## src/logic/ddr2_odt_pkg.sv

```systemverilog
/*
 * Shared types and limits for the DDR2 ODT generator.
 * Holds the controller configuration layout, the derived timing bundle
 * passed from the latency block to the lanes, the per-lane window state
 * and the h/l ODT pair. Referenced by scoped names from every module.
 */

`default_nettype none

package ddr2_odt_pkg;

    // latency value, used for tCL, tCWL and the pipe tap index
    typedef logic [3:0] tcl_t;

    typedef logic [2:0] add_lat_t;

    // burst length in DRAM beats, 4 or 8
    typedef logic [4:0] burst_len_t;

    // window length in controller cycles
    typedef logic [3:0] beats_t;

    typedef struct packed {
        tcl_t       tcl;
        add_lat_t   add_lat;
        burst_len_t burst_length;
        logic       output_regd;
    } odt_cfg_t;

    typedef struct packed {
        tcl_t   tcwl;
        logic   tcwl_even;
        tcl_t   wr_tap;
        tcl_t   rd_tap;
        logic   wr_bypass;
        logic   rd_bypass;
        beats_t beats;
    } odt_timing_t;

    typedef struct packed {
        logic start;
        logic mid;
        logic last;
    } lane_state_t;

    typedef struct packed {
        logic h;
        logic l;
    } odt_pair_t;

    // every tap value of tcl_t must index the command pipe
    localparam int PIPE_DEPTH = 2 ** $bits(tcl_t);

    // below these tCWL values the command goes straight through
    localparam tcl_t WR_BYPASS_LIMIT = 4'd4;
    localparam tcl_t RD_BYPASS_LIMIT = 4'd3;

endpackage

`default_nettype wire

```

## src/logic/odt_latency_cfg.sv

```systemverilog
/*
 * Write latency calculation for the ODT generator.
 * Turns the quasi-static controller configuration into tCWL, its parity,
 * the command pipe taps, the bypass flags and the window length in
 * controller cycles. tCWL settles two cycles after a configuration change
 * and the derived fields one cycle later.
 */

`default_nettype none

module odt_latency_cfg #(
    parameter int DWIDTH_RATIO = 4
) (
    input  logic                      ctl_clk,
    input  logic                      ctl_reset_n,
    input  ddr2_odt_pkg::odt_cfg_t    cfg,
    output ddr2_odt_pkg::odt_timing_t timing
);

    // DRAM clocks per controller cycle
    localparam ddr2_odt_pkg::tcl_t HALF_RATIO = ddr2_odt_pkg::tcl_t'(DWIDTH_RATIO / 2);

    ddr2_odt_pkg::tcl_t        regd_q;
    ddr2_odt_pkg::tcl_t        tcwl_next;
    ddr2_odt_pkg::odt_timing_t timing_q;

    // output register adds one DRAM clock per controller half cycle
    always_ff @(posedge ctl_clk or negedge ctl_reset_n)
    begin
        if (!ctl_reset_n)
        begin
            regd_q <= '0;
        end
        else
        begin
            regd_q <= cfg.output_regd ? HALF_RATIO : '0;
        end
    end

    always_comb
    begin
        tcwl_next = cfg.tcl + ddr2_odt_pkg::tcl_t'(cfg.add_lat) + regd_q
                    - ddr2_odt_pkg::tcl_t'(1);
    end

    // tcwl is stage two, everything derived from it is stage three
    always_ff @(posedge ctl_clk or negedge ctl_reset_n)
    begin
        if (!ctl_reset_n)
        begin
            timing_q <= '0;
        end
        else
        begin
            timing_q.tcwl      <= tcwl_next;
            timing_q.tcwl_even <= ~timing_q.tcwl[0];
            // taps wrap for short tcwl, the bypass flag hides that case
            timing_q.wr_tap    <= (timing_q.tcwl - ddr2_odt_pkg::WR_BYPASS_LIMIT)
                                  / HALF_RATIO;
            timing_q.rd_tap    <= (timing_q.tcwl - ddr2_odt_pkg::RD_BYPASS_LIMIT)
                                  / HALF_RATIO;
            timing_q.wr_bypass <= timing_q.tcwl < ddr2_odt_pkg::WR_BYPASS_LIMIT;
            timing_q.rd_bypass <= timing_q.tcwl < ddr2_odt_pkg::RD_BYPASS_LIMIT;
            timing_q.beats     <= ddr2_odt_pkg::beats_t'(cfg.burst_length / DWIDTH_RATIO);
        end
    end

    assign timing = timing_q;

endmodule

`default_nettype wire

```

## src/logic/odt_cmd_lane.sv

```systemverilog
/*
 * One command lane of the ODT generator, used once for writes and once
 * for reads. Delays the command pulse by the selected tap so the window
 * lines up with the DQ/DQS burst, then tracks the burst with a counter.
 * start is combinational, mid and last are registered flags.
 */

`default_nettype none

module odt_cmd_lane (
    input  logic                      ctl_clk,
    input  logic                      ctl_reset_n,
    input  logic                      cmd,
    input  ddr2_odt_pkg::tcl_t        tap,
    input  logic                      bypass,
    input  ddr2_odt_pkg::beats_t      beats,
    output ddr2_odt_pkg::lane_state_t state
);

    logic [ddr2_odt_pkg::PIPE_DEPTH-1:0] pipe_q;
    logic                                start;
    ddr2_odt_pkg::beats_t                cnt_q;
    ddr2_odt_pkg::beats_t                cnt_next;
    logic                                mid_q;
    logic                                last_q;

    // bit n holds the command from n+1 cycles ago
    always_ff @(posedge ctl_clk or negedge ctl_reset_n)
    begin
        if (!ctl_reset_n)
        begin
            pipe_q <= '0;
        end
        else
        begin
            pipe_q <= {pipe_q[ddr2_odt_pkg::PIPE_DEPTH-2:0], cmd};
        end
    end

    always_comb
    begin
        if (bypass)
        begin
            start = cmd;
        end
        else
        begin
            start = pipe_q[tap];
        end
    end

    assign cnt_next = cnt_q + ddr2_odt_pkg::beats_t'(1);

    // cnt_q is the offset of the current cycle from the start cycle
    always_ff @(posedge ctl_clk or negedge ctl_reset_n)
    begin
        if (!ctl_reset_n)
        begin
            cnt_q  <= '0;
            mid_q  <= 1'b0;
            last_q <= 1'b0;
        end
        else if (start)
        begin
            // a fresh start restarts the window
            cnt_q  <= ddr2_odt_pkg::beats_t'(1);
            mid_q  <= beats > ddr2_odt_pkg::beats_t'(1);
            last_q <= beats == ddr2_odt_pkg::beats_t'(1);
        end
        else if (cnt_q != '0)
        begin
            if (cnt_q >= beats)
            begin
                cnt_q  <= '0;
                mid_q  <= 1'b0;
                last_q <= 1'b0;
            end
            else
            begin
                cnt_q  <= cnt_next;
                mid_q  <= cnt_next < beats;
                last_q <= cnt_next == beats;
            end
        end
    end

    assign state = '{start: start, mid: mid_q, last: last_q};

endmodule

`default_nettype wire

```

## src/logic/odt_phase_gen.sv

```systemverilog
/*
 * ODT phase shaping for the two halves of a controller cycle.
 * Full rate drives h and l together over the whole window. Half rate
 * trims the first and last cycle to the DRAM clock the burst really
 * starts or ends on, which depends on the tCWL parity and the command
 * type. Purely combinational, adds no latency.
 */

`default_nettype none

module odt_phase_gen #(
    parameter int DWIDTH_RATIO = 4
) (
    input  ddr2_odt_pkg::lane_state_t wr_lane,
    input  ddr2_odt_pkg::lane_state_t rd_lane,
    input  logic                      tcwl_even,
    output ddr2_odt_pkg::odt_pair_t   odt
);

    // window shape of one lane at half rate
    function automatic ddr2_odt_pkg::odt_pair_t shape_edge(
        input ddr2_odt_pkg::lane_state_t lane,
        input logic                      edge_short
    );
        ddr2_odt_pkg::odt_pair_t pair;
        pair = '0;
        if (lane.start)
        begin
            pair.h = 1'b1;
            pair.l = edge_short;
        end
        else if (lane.mid)
        begin
            pair.h = 1'b1;
            pair.l = 1'b1;
        end
        else if (lane.last)
        begin
            pair.h = ~edge_short;
            pair.l = 1'b1;
        end
        return pair;
    endfunction

    generate
        if (DWIDTH_RATIO == 2)
        begin : g_full_rate
            logic any_active;

            assign any_active = (|wr_lane) | (|rd_lane);
            assign odt        = '{h: any_active, l: any_active};
        end
        else
        begin : g_half_rate
            ddr2_odt_pkg::odt_pair_t wr_pair;
            ddr2_odt_pkg::odt_pair_t rd_pair;

            // reads land half a cycle off writes for the same parity
            always_comb
            begin
                wr_pair = shape_edge(wr_lane, tcwl_even);
                rd_pair = shape_edge(rd_lane, ~tcwl_even);
            end

            // write wins if both lanes are active
            always_comb
            begin
                if (|wr_lane)
                begin
                    odt = wr_pair;
                end
                else
                begin
                    odt = rd_pair;
                end
            end
        end
    endgenerate

endmodule

`default_nettype wire

```

## src/logic/ddr2_odt_top.sv

```systemverilog
/*
 * Top level of the DDR2 ODT generator.
 * Takes write and read command pulses from the bank/command logic and
 * produces the h/l ODT phases aligned to the DQ/DQS burst. Set
 * DWIDTH_RATIO to 2 for full rate or 4 for half rate.
 */

`default_nettype none

module ddr2_odt_top #(
    parameter int DWIDTH_RATIO = 4
) (
    input  logic                    ctl_clk,
    input  logic                    ctl_reset_n,
    input  ddr2_odt_pkg::odt_cfg_t  cfg,
    input  logic                    do_write,
    input  logic                    do_read,
    output ddr2_odt_pkg::odt_pair_t odt
);

    ddr2_odt_pkg::odt_timing_t timing;
    ddr2_odt_pkg::lane_state_t wr_lane;
    ddr2_odt_pkg::lane_state_t rd_lane;

    odt_latency_cfg #(
        .DWIDTH_RATIO (DWIDTH_RATIO)
    ) u_latency_cfg (
        .ctl_clk     (ctl_clk),
        .ctl_reset_n (ctl_reset_n),
        .cfg         (cfg),
        .timing      (timing)
    );

    odt_cmd_lane u_wr_lane (
        .ctl_clk     (ctl_clk),
        .ctl_reset_n (ctl_reset_n),
        .cmd         (do_write),
        .tap         (timing.wr_tap),
        .bypass      (timing.wr_bypass),
        .beats       (timing.beats),
        .state       (wr_lane)
    );

    odt_cmd_lane u_rd_lane (
        .ctl_clk     (ctl_clk),
        .ctl_reset_n (ctl_reset_n),
        .cmd         (do_read),
        .tap         (timing.rd_tap),
        .bypass      (timing.rd_bypass),
        .beats       (timing.beats),
        .state       (rd_lane)
    );

    odt_phase_gen #(
        .DWIDTH_RATIO (DWIDTH_RATIO)
    ) u_phase_gen (
        .wr_lane   (wr_lane),
        .rd_lane   (rd_lane),
        .tcwl_even (timing.tcwl_even),
        .odt       (odt)
    );

endmodule

`default_nettype wire

```

## config.mk

```make
export PLATFORM = sky130hd
export DESIGN_NAME = ddr2_odt_top
export DESIGN_NICKNAME = d
export VERILOG_FILES = /design/src/logic/ddr2_odt_pkg.sv /design/src/logic/odt_latency_cfg.sv /design/src/logic/odt_cmd_lane.sv /design/src/logic/odt_phase_gen.sv /design/src/logic/ddr2_odt_top.sv
export SDC_FILE = /design/constraint.sdc
export NUM_CORES = 1
export LEC_CHECK = 0
export ABC_AREA = 1
export BUFFER_PORTS_ARGS = -buffer_cell sky130_fd_sc_hd__buf_2
export CORE_ASPECT_RATIO = 1.1
export CORE_MARGIN = 1.5
export CORE_UTILIZATION = 55
export CTS_BUF_LIST = sky130_fd_sc_hd__clkbuf_8
export DETAILED_ROUTE_END_ITERATION = 8
export HOLD_SLACK_MARGIN = 0.12
export PLACE_DENSITY = 0.69
export SLEW_MARGIN = 20
export SYNTH_ARGS = -nofsm -noshare
export SYNTH_HDL_FRONTEND = slang
export SYNTH_HIERARCHICAL = 1
export SYNTH_SLANG_ARGS = --single-unit
```

## constraint.sdc

```tcl
create_clock -name ctl_clk -period 3.1 [get_ports ctl_clk]
set_input_delay 0.62 -clock ctl_clk [delete_from_list [all_inputs] [get_ports ctl_clk]]
set_output_delay 0.62 -clock ctl_clk [all_outputs]
set_load 0.03 [all_outputs]
```

# == Word level (Yosys, flattened, before mapping) ==
# Cells that the tools add are included.
# totals
input_bits,17
out_inout_bits,2
ff_bits,48
latchBits,0
rom_bits,0
ramBits,0
n_memories,0
wordCells,74
# op_classes
div,0
n_lt_le_gt_ge,9
shifts,0
n_mux,32
bitwise_logic,2
n_eq_ne,3
reduce_logical,5
n_mul,0
n_addsub,7
# op_table
cell,count
4-bit 2-to-1 mux,6
1-bit 2-to-1 mux,16
2-bit 2-to-1 mux,8
3-bit by 5-bit < comparator with 1-bit output (second input constant),2
4-bit by 1-bit adder with 4-bit output (second input constant),2
4-bit by 3-bit equality test with 1-bit output,2
4-bit by 3-bit >= comparator with 1-bit output,2
4-bit by 3-bit < comparator with 1-bit output,2
4-bit nonzero test,2
1-bit binary-select mux with 3-bit select,2
4-bit by 3-bit adder with 4-bit output,1
4-bit adder,1
4-bit by 2-bit < comparator with 1-bit output (second input constant),1
4-bit by 3-bit < comparator with 1-bit output (second input constant),1
2-bit nonzero test,2
4-bit by 1-bit subtractor with 4-bit output (second input constant),1
4-bit by 2-bit subtractor with 4-bit output (second input constant),1
4-bit by 3-bit subtractor with 4-bit output (second input constant),1
3-bit by 1-bit equality test with 1-bit output (second input constant),1
3-bit by 1-bit greater-than comparator with 1-bit output (second input constant),1
3-bit OR reduction,1
1-bit NOT,2

# == Logic depth before layout (Yosys ltp) ==
# depth
word_depth,5
mapped_depth,16
depth_no_buf,14

# == Modules after synthesis ==
# The synthesis kept the hierarchy.
# by_module_without_submodules
mod,cells_per_inst,n_inst,seq_area_each_um2,area_each_um2
odt_cmd_lane,131,2,550.5,1192.4
odt_latency_cfg,65,1,425.4,725.7
odt_phase_gen,17,1,0.0,78.8

# == Worst setup path before layout ==
# OpenSTA, ideal clock, no wires.
# synth_path
kind,register to output
startpoint,"register u_latency_cfg.timing_q, in the netlist u_latency_cfg/timing[10]"
endpoint,output odt[0] (netlist bit)
path_slack_ns,0.879
required_time_ns,2.480
arrival_time_ns,1.601
n_path_buf,2
path_stages_with_launch,16
path_cell_list,dfrtp_1 -> buf_6 -> nand2_1 -> nand3_1 -> nand3_1 -> nand2_1 -> nand2_2 -> nand2_2 -> nand2_4 -> nand2_4 -> buf_4 -> inv_1 -> nand2_2 -> nor2_2 -> nand3_1 -> nand2_1
# synth_lines
element,line,source
start: declaration,odt_latency_cfg.sv:25,ddr2_odt_pkg::odt_timing_t timing_q;
end: declaration,ddr2_odt_top.sv:18,output ddr2_odt_pkg::odt_pair_t odt

==> impl_metrics.csv <==
group,metric,value,unit
job,drv_cap,0,
critical_path,path_buf_inv,3,
final_layout,areaGrowthSynthToFinish,8.788,%
power,leakage,1.819,nW
detailed_routing,wl,5.344,mm
logic_synthesis,ys_seq_elements,61,
critical_path,crit_path_max_fanout,9,
place,port_buffers,16,
sta,fmax,363.6,MHz
logic_synthesis,synth_cell_types,30,
detailed_routing,firstDrtPassIters,4,
logic_synthesis,yosys.area_share.simple,26.52,%
logic_synthesis,synth_seq_area_share,47.86,%
logic_synthesis,synth_cells,344,
clock_network,numCtsBuffers,9,
critical_path,worst_r2r_path_depth,12,
place,gp_congestion,0.9139,
sta,rsz0062_at_grt,"false",
status,outcome,"finished clean",
sta,setup_viol,0,
floorplan,initial_core_util,57.98,%
grt,grt_pass1_vias,2220,
critical_path,cpPeakStageDelay,570,ps
critical_path,path_depth,15,
logic_synthesis,synth_area_leaders,"dfrtp_1, ha_1, nand3_1",
floorplan,num_io_pins,19,
clock_network,cts_hold_buffers,0,
logic_synthesis,syn_area,3189,um2
critical_path,path_common_cell,"nand2_2",
clock_network,cts.sink_count,61,
floorplan,die_h,82.87,um
sta,finalHoldViolations,0,
floorplan,rows,28,
critical_path,crit_type,"reg -> out",
critical_path,regToRegEndpoint,"u_wr_lane/mid_q",
logic_synthesis,synth.avg_cell_area,9.271,um2
clock_network,cts_tree,"done",
place,dp_hpwl,3.970,mm
critical_path,crit_start,"u_latency_cfg/timing[10]",
grt,grt.overflow.total,0,
clock_network,cts_setup_buffers,0,
detailed_routing,num_vias,2264,
grt,grt_max_degree,33,
logic_synthesis,synth_top_cell_by_area,"dfrtp_1",
final_layout,diodes,0,
detailed_routing,drt-initial-drc-count,60,
sta,worst_pin_slew,655.0,ps
clock_network,cts-resized-gates,0,
logic_synthesis,yosysWarningCount,6,
detailed_routing,drtAntennaViolNets,0,
floorplan,die-area,6265,um2
place,pre_cts_ws,695.7,ps
sta,worst_slack,349.4,ps
place,placed_cells,428,
detailed_routing,drc,0,
sta,post-route-period-util,88.73,%
sta,relSlewSlack,56.33,%
grt,grt.total_usage,19.83,%
critical_path,cpLargestDelayFamily,"simple AND/OR/NAND/NOR gates",
critical_path,cp.arrival,2130,ps
detailed_routing,viasPerCell,5.111,
logic_synthesis,synth_top_area_share,47.86,%
sta,setup-tns-final,0,ps
clock_network,cts_max_level,3,
floorplan,coreArea,5500,um2
critical_path,crit_path_end,"odt[0]",
final_layout,nNetsFinal,410,
power,p_per_area,816.2,nW/um2
floorplan,die_w,75.61,um
detailed_routing,wl_per_cell,12.06,um
final_layout,post-route-util,63.08,%
critical_path,crit_required,2480,ps
sta,clock_skew,6.203,ps
sta,period_needed,2751,ps
logic_synthesis,synth_adder_area_share,11.61,%
power,vdd_drop_max,498.0,uV
critical_path,cp-end-kind,"output port",
final_layout,drive_gt1_share,17.66,%
logic_synthesis,synth-compound-area-share,2.825,%
power,total_power,2.832,mW
clock_network,cts.path.max_buffers,2,
logic_synthesis,synthMuxAreaShare,0,%
final_layout,num-fill-cells,487,
final_layout,fin_cells,443,
clock_network,path_clk_slew,60,ps
grt,grt_pass1_wl,9.425,mm
critical_path,r2r-start,"u_wr_lane/cnt_q[0]",
logic_synthesis,synth_top_family_by_area,"simple AND/OR/NAND/NOR gates",
worst_hold_path,timing.hold.worst.class,"in -> async",
clock_network,root_buffer,"clkbuf_8",
critical_path,rrSetupSlack,1210,ps
sta,drv_slew,0,
logic_synthesis,synth_xor_xnor_area_share,1.922,%
clock_network,clock_latency,330,ps
critical_path,start_kind,"flip-flop",
critical_path,path_cells,"inv_6, nand2_2, nand3_1, nand3_1, nand2_1, nand2_2, nand2_2, nand2_4, nand2_4, inv_1, nand2_2, nor2_2, nand3_1, nand2_1, buf_2",
critical_path,cp_slowest_cell,"dfrtp_1",
grt,grt_antenna_before_repair,0,
[placed cells by master, fill, tap and decap left out, types with 3 or more instances in the layout]
cell type,count
nor2_1,9
nand4_1,8
dfrtp_1,61
nand2_2,17
buf_2,16
inv_1,51
nor3_1,6
o21ai_0,3
xnor2_1,5
nand2_1,62
a21oi_1,7
conb_1,3
nand3_1,50
clkbuf_8,9
ha_1,28
nand2_4,4
nor2_2,3
[logic make-up (layout without fill, tap and decap cells)]
| family | Yosys count | in the layout |
|---|---|---|
| DFF | 61 | 61 |
| other | 1 | 3 |
| buffers and inverters | 62 | 84 |
| and+or+nand+nor | 169 | 169 |
| adders and majority gates | 29 | 29 |
| AOI/OAI and AO/OA | 15 | 15 |
| xor gates and xnor gates | 7 | 7 |
[sequential cells by signal, indices dropped and copies added, names as in the netlist]
register	count
u_latency_cfg/regd_q	1
u_latency_cfg/timing	16
u_rd_lane/cnt_q	4
u_rd_lane/last_q	1
u_rd_lane/mid_q	1
u_rd_lane/pipe_q	16
u_wr_lane/cnt_q	4
u_wr_lane/last_q	1
u_wr_lane/mid_q	1
u_wr_lane/pipe_q	16
[power by group]
part           total (mW)  switching (mW)  leakage (nW)  internal [mW]
combinational        1.12           0.685         0.992          0.432
clock               0.638           0.285         0.104          0.354
sequential           1.08           0.146         0.723          0.930
[final cells by class]
class                   count  area (um2)  share of cell area, %
clock buffers               9       123.9                  3.570
clock inverters             6       50.05                  1.442
inverters                  51       201.4                  5.806
multi-input cells         223        1379                  39.74
flip-flops and latches     61        1526                  44.00
well taps                  75       93.84                  2.705
repair buffers             18       95.09                  2.741
[through the flow]
stage	hold slack (ps)	instance area, um2
after floorplan	324.4	3197
after global placement	357.3	3296
after detailed placement	362.2	3296
after CTS	319.5	3470
after global routing	354.3	3470
final	315.6	3470
[cells in the mapped netlist]
cell,number
nand2_1,62
dfrtp_1,61
nand3_1,50
inv_1,47
ha_1,28
nand2_2,17
buf_4,9
nor2_1,9
nand4_1,8
a21oi_1,7
nor3_1,6
xnor2_1,5
nand2_4,4
nor2_2,3
o21ai_0,3
a21oi_2,2
and2_1,2
buf_6,2
inv_2,2
inv_6,2
nand3_2,2
nor3_2,2
o21bai_1,2
or2_2,2
xor2_1,2
a21boi_0,1
conb_1,1
fa_1,1
nand3b_1,1
or2_1,1
[routing by layer]
metal  GRT usage [%]  part of all wire [%]  vias to the layer above
met5               0                     0                        -
met4           7.955                   1.1                        0
met3           6.189                   2.8                        6
met2           31.50                    51                       28
met1           24.64                    45                     1090
li1                -                     -                     1140
[worst min path at each step]
stage / to / slack (ps) / depth (start not counted)
after floorplan: u_latency_cfg/regd_q[1] / 320 / 0
after global placement: u_rd_lane/pipe_q[6] / 360 / 0
after detailed placement: u_rd_lane/pipe_q[2] / 360 / 0
after CTS: u_wr_lane/pipe_q[7] / 320 / 1
after global routing: u_wr_lane/pipe_q[7] / 350 / 1
final: u_wr_lane/pipe_q[7] / 320 / 1
Note: power is estimated with default switching activity, not from simulation.
